`config.mk`:
```
export PLATFORM = sky130hd
export DESIGN_NAME = mipsRegDecode
export DESIGN_NICKNAME = d
export VERILOG_FILES = /design/src/hw/mipsPkg.sv /design/src/hw/instrDecode.sv /design/src/hw/mipsRegDecode.sv /design/src/hw/regAccessStage.sv /design/src/hw/regControlGen.sv /design/src/hw/regFile.sv
export SDC_FILE = /design/constraint.sdc
export NUM_CORES = 2
export LEC_CHECK = 0
export BUFFER_PORTS_ARGS = -buffer_cell sky130_fd_sc_hd__buf_2
export CAP_MARGIN = 20
export CELL_PAD_IN_SITES_DETAIL_PLACEMENT = 1
export CELL_PAD_IN_SITES_GLOBAL_PLACEMENT = 2
export CORE_MARGIN = 2
export CORE_UTILIZATION = 45
export CTS_BUF_LIST = sky130_fd_sc_hd__clkbuf_4 sky130_fd_sc_hd__clkbuf_8
export CTS_CLUSTER_DIAMETER = 100
export DETAILED_ROUTE_END_ITERATION = 12
export GPL_ROUTABILITY_DRIVEN = 1
export PLACE_DENSITY = 0.89
export SYNTH_ARGS = -nofsm -noshare
export SYNTH_HDL_FRONTEND = slang
export SYNTH_HIERARCHICAL = 1
export SYNTH_SLANG_ARGS = --single-unit
```
`constraint.sdc`:
```
create_clock -name clk -period 4.7 [get_ports clk]
set_input_delay 0.235 -clock clk [delete_from_list [all_inputs] [get_ports clk]]
set_output_delay 0.235 -clock clk [all_outputs]
set_load 0.01 [all_outputs]
```
`src/hw/mipsPkg.sv`:
```
package mipsPkg;

// Instruction word views.
typedef struct packed {
	logic [5:0] opcode;
	logic [4:0] rs;
	logic [4:0] rt;
	logic [4:0] rd;
	logic [4:0] shamt;
	logic [5:0] funct;
} rTypeFields;

typedef struct packed {
	logic [5:0]  opcode;
	logic [4:0]  rs;
	logic [4:0]  rt;
	logic [15:0] imm;
} iTypeFields;

typedef struct packed {
	logic [5:0]  opcode;
	logic [25:0] target;
} jTypeFields;

typedef union packed {
	rTypeFields rType;
	iTypeFields iType;
	jTypeFields jType;
} mipsInstr;

typedef struct packed {
	logic [5:0] opcode;
	logic [5:0] funct; // Zero unless SPECIAL.
} opFunc;

// Flags are independent and several may be set.
typedef struct packed {
	logic shift;
	logic load;
	logic store;
	logic link;
	logic jump;
	logic branch;
	logic register;
	logic immediate;
} instrCategory;

typedef enum logic {
	P1_RS = 1'b0,
	P1_RT = 1'b1
} port1Src;

typedef enum logic {
	P2_RT = 1'b0,
	P2_RS = 1'b1
} port2Src;

typedef enum logic [1:0] {
	WA_RT  = 2'd0,
	WA_RD  = 2'd1,
	WA_R31 = 2'd2
} writeAddrSrc;

typedef enum logic [1:0] {
	WD_ALU    = 2'd0,
	WD_MEMORY = 2'd1,
	WD_PC     = 2'd2
} writeDataSrc;

typedef struct packed {
	port1Src     port1Source;
	port2Src     port2Source;
	writeAddrSrc writeAddrSource;
	writeDataSrc writeDataSource;
	logic        writeEnable;
} regControl;

typedef struct packed {
	logic [4:0]  port1Addr;
	logic [4:0]  port2Addr;
	logic [4:0]  writeAddr;
	writeDataSrc writeDataSource;
	logic        writeEnable;
	logic [4:0]  shamt; // For the shifter downstream.
} regAccess;

typedef struct packed {
	mipsInstr     instr;
	opFunc        opFunc;
	instrCategory category;
} decodedInstr;

localparam logic [5:0] OP_SPECIAL = 6'h00;
localparam logic [5:0] OP_REGIMM  = 6'h01;
localparam logic [5:0] OP_J       = 6'h02;
localparam logic [5:0] OP_JAL     = 6'h03;
localparam logic [5:0] OP_BEQ     = 6'h04;
localparam logic [5:0] OP_BNE     = 6'h05;
localparam logic [5:0] OP_BLEZ    = 6'h06;
localparam logic [5:0] OP_BGTZ    = 6'h07;
localparam logic [5:0] OP_ADDI    = 6'h08;
localparam logic [5:0] OP_ADDIU   = 6'h09;
localparam logic [5:0] OP_SLTI    = 6'h0A;
localparam logic [5:0] OP_SLTIU   = 6'h0B;
localparam logic [5:0] OP_ANDI    = 6'h0C;
localparam logic [5:0] OP_ORI     = 6'h0D;
localparam logic [5:0] OP_XORI    = 6'h0E;
localparam logic [5:0] OP_LUI     = 6'h0F;
localparam logic [5:0] OP_LB      = 6'h20;
localparam logic [5:0] OP_LH      = 6'h21;
localparam logic [5:0] OP_LWL     = 6'h22;
localparam logic [5:0] OP_LW      = 6'h23;
localparam logic [5:0] OP_LBU     = 6'h24;
localparam logic [5:0] OP_LHU     = 6'h25;
localparam logic [5:0] OP_SB      = 6'h28;
localparam logic [5:0] OP_SH      = 6'h29;
localparam logic [5:0] OP_SW      = 6'h2B;

localparam logic [5:0] FN_SLL  = 6'h00;
localparam logic [5:0] FN_SRL  = 6'h02;
localparam logic [5:0] FN_SRA  = 6'h03;
localparam logic [5:0] FN_SLLV = 6'h04;
localparam logic [5:0] FN_SRLV = 6'h06;
localparam logic [5:0] FN_SRAV = 6'h07;
localparam logic [5:0] FN_JR   = 6'h08;
localparam logic [5:0] FN_JALR = 6'h09;

// REGIMM rt codes that link.
localparam logic [4:0] RT_BLTZAL = 5'd16;
localparam logic [4:0] RT_BGEZAL = 5'd17;

endpackage

```
`src/hw/instrDecode.sv`:
```
module instrDecode (
	input  logic                  clk,
	input  logic                  rst,
	input  logic                  instrValid,
	input  mipsPkg::mipsInstr     instr,
	output logic                  decValid,
	output mipsPkg::decodedInstr  dec
);

import mipsPkg::*;

opFunc        opf;
instrCategory cat;

always_comb begin
	opf.opcode = instr.rType.opcode;
	opf.funct  = (instr.rType.opcode == OP_SPECIAL) ? instr.rType.funct : 6'h00;
end

always_comb begin
	cat = '0;
	case (opf.opcode)
		OP_SPECIAL: begin
			case (opf.funct)
				FN_SLL, FN_SRL, FN_SRA, FN_SLLV, FN_SRLV, FN_SRAV:
					cat.shift = 1'b1;
				FN_JR:
					cat.jump = 1'b1;
				FN_JALR: begin
					cat.link = 1'b1; // Writes r31.
					cat.jump = 1'b1;
				end
				default:
					cat.register = 1'b1;
			endcase
		end
		OP_J:
			cat.jump = 1'b1;
		OP_JAL: begin
			cat.link = 1'b1;
			cat.jump = 1'b1;
		end
		OP_BEQ, OP_BNE, OP_BLEZ, OP_BGTZ:
			cat.branch = 1'b1;
		OP_REGIMM: begin
			cat.branch = 1'b1;
			cat.link   = (instr.iType.rt == RT_BLTZAL) || (instr.iType.rt == RT_BGEZAL);
		end
		OP_ADDI, OP_ADDIU, OP_SLTI, OP_SLTIU, OP_ANDI, OP_ORI, OP_XORI, OP_LUI:
			cat.immediate = 1'b1;
		OP_LB, OP_LH, OP_LWL, OP_LW, OP_LBU, OP_LHU:
			cat.load = 1'b1;
		OP_SB, OP_SH, OP_SW:
			cat.store = 1'b1;
		default:
			cat = '0; // Unknown opcode sets no flags.
	endcase
end

always_ff @(posedge clk) begin
	if (rst)
		decValid <= 1'b0;
	else
		decValid <= instrValid;
end

always_ff @(posedge clk) begin
	if (instrValid) begin
		dec.instr    <= instr;
		dec.opFunc   <= opf;
		dec.category <= cat;
	end
end

endmodule

```
`src/hw/mipsRegDecode.sv`:
```
module mipsRegDecode #(
	parameter int REG_COUNT = 32
) (
	input  logic              clk,
	input  logic              rst,
	input  logic              instrValid,
	input  mipsPkg::mipsInstr instr,
	input  logic [31:0]       aluResult,
	input  logic [31:0]       memData,
	input  logic [31:0]       linkPc,
	output logic              accessValid,
	output mipsPkg::regAccess access,
	output logic [31:0]       rdData1,
	output logic [31:0]       rdData2
);

import mipsPkg::*;

logic        decValid;
decodedInstr dec;
regControl   ctrl;

instrDecode decode_i (
	.clk        (clk),
	.rst        (rst),
	.instrValid (instrValid),
	.instr      (instr),
	.decValid   (decValid),
	.dec        (dec)
);

regControlGen control_i (
	.category (dec.category),
	.ctrl     (ctrl)
);

regAccessStage access_i (
	.clk         (clk),
	.rst         (rst),
	.decValid    (decValid),
	.instr       (dec.instr),
	.ctrl        (ctrl),
	.accessValid (accessValid),
	.access      (access)
);

regFile #(
	.REG_COUNT (REG_COUNT)
) regFile_i (
	.clk         (clk),
	.rst         (rst),
	.accessValid (accessValid),
	.access      (access),
	.aluResult   (aluResult),
	.memData     (memData),
	.linkPc      (linkPc),
	.rdData1     (rdData1),
	.rdData2     (rdData2)
);

endmodule

```
`src/hw/regAccessStage.sv`:
```
module regAccessStage (
	input  logic               clk,
	input  logic               rst,
	input  logic               decValid,
	input  mipsPkg::mipsInstr  instr,
	input  mipsPkg::regControl ctrl,
	output logic               accessValid,
	output mipsPkg::regAccess  access
);

import mipsPkg::*;

logic [4:0] port1Addr;
logic [4:0] port2Addr;
logic [4:0] writeAddr;

always_comb begin
	port1Addr = (ctrl.port1Source == P1_RT) ? instr.rType.rt : instr.rType.rs;
	port2Addr = (ctrl.port2Source == P2_RS) ? instr.rType.rs : instr.rType.rt;
end

always_comb begin
	case (ctrl.writeAddrSource)
		WA_RD:   writeAddr = instr.rType.rd;
		WA_R31:  writeAddr = 5'd31;
		default: writeAddr = instr.rType.rt;
	endcase
end

always_ff @(posedge clk) begin
	if (rst)
		accessValid <= 1'b0;
	else
		accessValid <= decValid;
end

// Access plan held until the next decoded item.
always_ff @(posedge clk) begin
	if (decValid) begin
		access.port1Addr       <= port1Addr;
		access.port2Addr       <= port2Addr;
		access.writeAddr       <= writeAddr;
		access.writeDataSource <= ctrl.writeDataSource;
		access.writeEnable     <= ctrl.writeEnable;
		access.shamt           <= instr.rType.shamt;
	end
end

endmodule

```
`src/hw/regControlGen.sv`:
```
module regControlGen (
	input  mipsPkg::instrCategory category,
	output mipsPkg::regControl    ctrl
);

import mipsPkg::*;

port1Src     port1Source;
port2Src     port2Source;
writeAddrSrc writeAddrSource;
writeDataSrc writeDataSource;
logic        writeEnable;

// Shifts read rt on port 1.
always_comb begin
	if (category.shift)
		port1Source = P1_RT;
	else
		port1Source = P1_RS;
end

always_comb begin
	if (category.shift)
		port2Source = P2_RS;
	else
		port2Source = P2_RT;
end

always_comb begin
	if (category.load)
		writeAddrSource = WA_RT;
	else if (category.link)
		writeAddrSource = WA_R31;
	else if (category.shift || category.register)
		writeAddrSource = WA_RD;
	else
		writeAddrSource = WA_RT; // Immediates and unknown opcodes.
end

always_comb begin
	if (category.load)
		writeDataSource = WD_MEMORY;
	else if (category.link)
		writeDataSource = WD_PC;
	else
		writeDataSource = WD_ALU;
end

// Link wins over jump and branch.
always_comb begin
	if (category.link)
		writeEnable = 1'b1;
	else if (category.jump || category.branch || category.store)
		writeEnable = 1'b0;
	else
		writeEnable = 1'b1;
end

always_comb begin
	ctrl.port1Source     = port1Source;
	ctrl.port2Source     = port2Source;
	ctrl.writeAddrSource = writeAddrSource;
	ctrl.writeDataSource = writeDataSource;
	ctrl.writeEnable     = writeEnable;
end

endmodule

```
`src/hw/regFile.sv`:
```
module regFile #(
	parameter int REG_COUNT = 32
) (
	input  logic              clk,
	input  logic              rst,
	input  logic              accessValid,
	input  mipsPkg::regAccess access,
	input  logic [31:0]       aluResult,
	input  logic [31:0]       memData,
	input  logic [31:0]       linkPc,
	output logic [31:0]       rdData1,
	output logic [31:0]       rdData2
);

import mipsPkg::*;

localparam int ADDR_W = $clog2(REG_COUNT);

logic [31:0]       regs [REG_COUNT];
logic [31:0]       wrData;
logic [ADDR_W-1:0] rdIdx1;
logic [ADDR_W-1:0] rdIdx2;
logic [ADDR_W-1:0] wrIdx;

// Upper address bits drop out for a smaller file.
assign rdIdx1 = access.port1Addr[ADDR_W-1:0];
assign rdIdx2 = access.port2Addr[ADDR_W-1:0];
assign wrIdx  = access.writeAddr[ADDR_W-1:0];

assign rdData1 = (rdIdx1 == '0) ? 32'h0 : regs[rdIdx1];
assign rdData2 = (rdIdx2 == '0) ? 32'h0 : regs[rdIdx2];

always_comb begin
	case (access.writeDataSource)
		WD_MEMORY: wrData = memData;
		WD_PC:     wrData = linkPc;
		default:   wrData = aluResult;
	endcase
end

always_ff @(posedge clk) begin
	if (rst) begin
		for (int i = 0; i < REG_COUNT; i++)
			regs[i] <= 32'h0;
	end else if (accessValid && access.writeEnable && wrIdx != '0) begin
		regs[wrIdx] <= wrData;
	end
end

endmodule

```
==> out/qor.yml <==
grt:
  track_usage: 0.345
  grt_antenna_before_repair: 12
  grt_first_pass_wirelength_um: 307000
  grt_overflow: 0
  grt_pass1_vias: 42543
  grt_max_degree: 93
setup_path:
  cp_max_fo: 25
  cp.arrival_ns: 4.34
  reg2reg_to: "regFile_i/regs[11][18]"
  crit_path_end_kind: "primary output"
  startpoint_type: "register"
  cp.required_ns: 4.47
  regToRegStartpoint: "access_i/access[11]"
  ff2ff_path_depth: 5
  path_class: "register to primary output"
  regToRegSetupSlack_ns: 1.32
drt:
  met1_length_um: 74900
  route.vias.total: 41092
  firstDrtPassIters: 7
  drcViolationCount: 0
  dr_wl_met2_um: 97400
  viasPerCell: 6.98
  drt_iter0_drc: 6851
  drt-wirelength-per-cell_um: 37.1
  totalWireLength_um: 218000
  ant_nets: 0
  top_layer_used: "met5"
  wl_met3_um: 31900
sta:
  report.final.slew_viol_count: 0
  skew_ns: 0.0460
  fin_crit_sh: 0.974
  setup_tns_ns: 0
  setup_viol: 0
  fmax_mhz: 218
  worst_pin_slew_ns: 1.27
  fin_crit_ns: 4.58
  finalHoldViolations: 0
  max_slew_margin: 0.152
  rsz0062_at_grt: "false"
clock_tree:
  clock_tree.root_cell: "clkbuf_8"
  clock_sinks: 1076
  cts_tree: "built"
  clock_latency_ns: 0.89
  htree_num_levels: 4
  cts_resized: 0
  clockBufferDepth: 3
  cts.clk_slew.worst_paths_ns: 0.06
  cts-buffers-inserted: 182
cells_and_area:
  stdcell_area_sq_mm: 0.0625
  layout.cells.non_filler: 5891
  nNetsFinal: 4270
  fillers: 11917
  area_growth_pct: 13.2
  drive_above_1_share: 0.300
  utilization: 0.514
power_and_ir_drop:
  max-vdd-ir-drop_uv: 266
  leakage_nw: 22.3
  powerDensity_mw_per_mm2: 366
floorplanning:
  core_sq_mm: 0.122
  die_area_sq_mm: 0.126
  initial_utilization: 0.454
  die_h_um: 354
  num_rows: 128
  die_w_um: 354
  pin_count: 219
yosys:
  synthesis.area_sq_mm: 0.0552
  syn_avg_cell_area_sq_um: 14.3
  yosys_warnings: 6
  syn_inst: 3848
place:
  hpwl_um: 132000
  placed_cell_area_sq_mm: 0.0585
  place_congestion: 0.875
  dp_cells: 5508
  portBuffers: 218
min_path:
  worst_hold_path.endpoint: "regFile_i/regs[11][31]"
  hold-path-cell-count: 4
  hp-class: "input port to register"
  min-delay-start: "aluResult[31]"
outcome:
  status: "finished clean"
job:
  cap_violations: 0
[per-layer routing]
| metal | vias to the layer above | track usage |
|---|---|---|
| met3 | 792 | 0.107 |
| li1 | 15423 | - |
| met4 | 16 | 0.196 |
| met2 | 3798 | 0.523 |
| met1 | 21063 | 0.441 |
| met5 | - | 0 |
[through the flow]
step	hold slack, ns	power [mW]	setup WS, ns
after floorplan	0.307	13.3	2.35
after global placement	0.401	14.7	1.15
after detailed placement	0.409	14.8	1.10
after CTS	0.00800	22.8	0.160
after global routing	0.0568	23.4	0.131
final	0.0607	22.9	0.121
[power by group]
group          switching [mW]  internal (mW)  total (mW)
Combinational            2.43           1.30        3.73
Sequential              0.189           10.8        11.0
Clock                    3.93           4.19        8.13
Total                    6.55           16.3        22.9
[worst max-delay path by stage]
stage,slack (ns),cells after the start,start,end
4_1_cts,0.16,7,access_i/access[18],rdData1[4]
5_1_grt,0.13,7,access_i/access[18],rdData1[4]
3_5_place_dp,1.10,7,access_i/access[18],rdData1[4]
6_report,0.12,7,access_i/access[18],rdData1[4]
3_3_place_gp,1.15,7,access_i/access[18],rdData1[4]
2_1_floorplan,2.35,3,access_i/access[9],regFile_i/regs[12][0]
[area by class of cell]
class,count,area [sq um],share of cell area
diodes,4,10.0,0.000160
clock buffers,250,3080,0.0492
clock inverters,61,283,0.00452
inverters,10,40.0,0.000641
multi-input cells,2378,21100,0.338
flip-flops and latches,1076,32300,0.517
well taps,1625,2030,0.0325
repair buffers,487,3630,0.0581
[registers in the layout, summed over array words and instances (netlist names)]
| name | cells |
|---|---|
| access_i/access | 23 |
| access_i/accessValid | 1 |
| decode_i/dec | 27 |
| decode_i/decValid | 1 |
| regFile_i/regs | 1024 |
[critical path, stage by stage, from the launching register on]
cell and delay [ns]:
edfxtp_1 0.42, buf_4 0.52, nor2_4 0.39, buf_4 0.32, a221oi_1 0.48, o21ai_1 0.15, a311oi_1 0.89, buf_2 0.28
[layout by cell type, fill, tap and decap left out, types with 40 or more instances in the layout]
master	count
mux4_1	40
mux2_2	64
nor2_1	1032
nor2b_1	76
nand2_1	42
mux4_2	405
dlygate4sd3_1	68
a22oi_1	96
a221oi_1	46
buf_2	218
clkbuf_8	192
mux2i_1	128
a311oi_1	64
o21ai_1	88
clkinv_1	41
a211oi_1	65
buf_4	173
edfxtp_1	1074
clkbuf_4	58
[what timing repair did]
item,4_1_cts,5_1_grt
endpoints found under the hold margin,914,0
hold buffers,68,0
setup buffers,0,0
(Power assumes the default switching activity.)
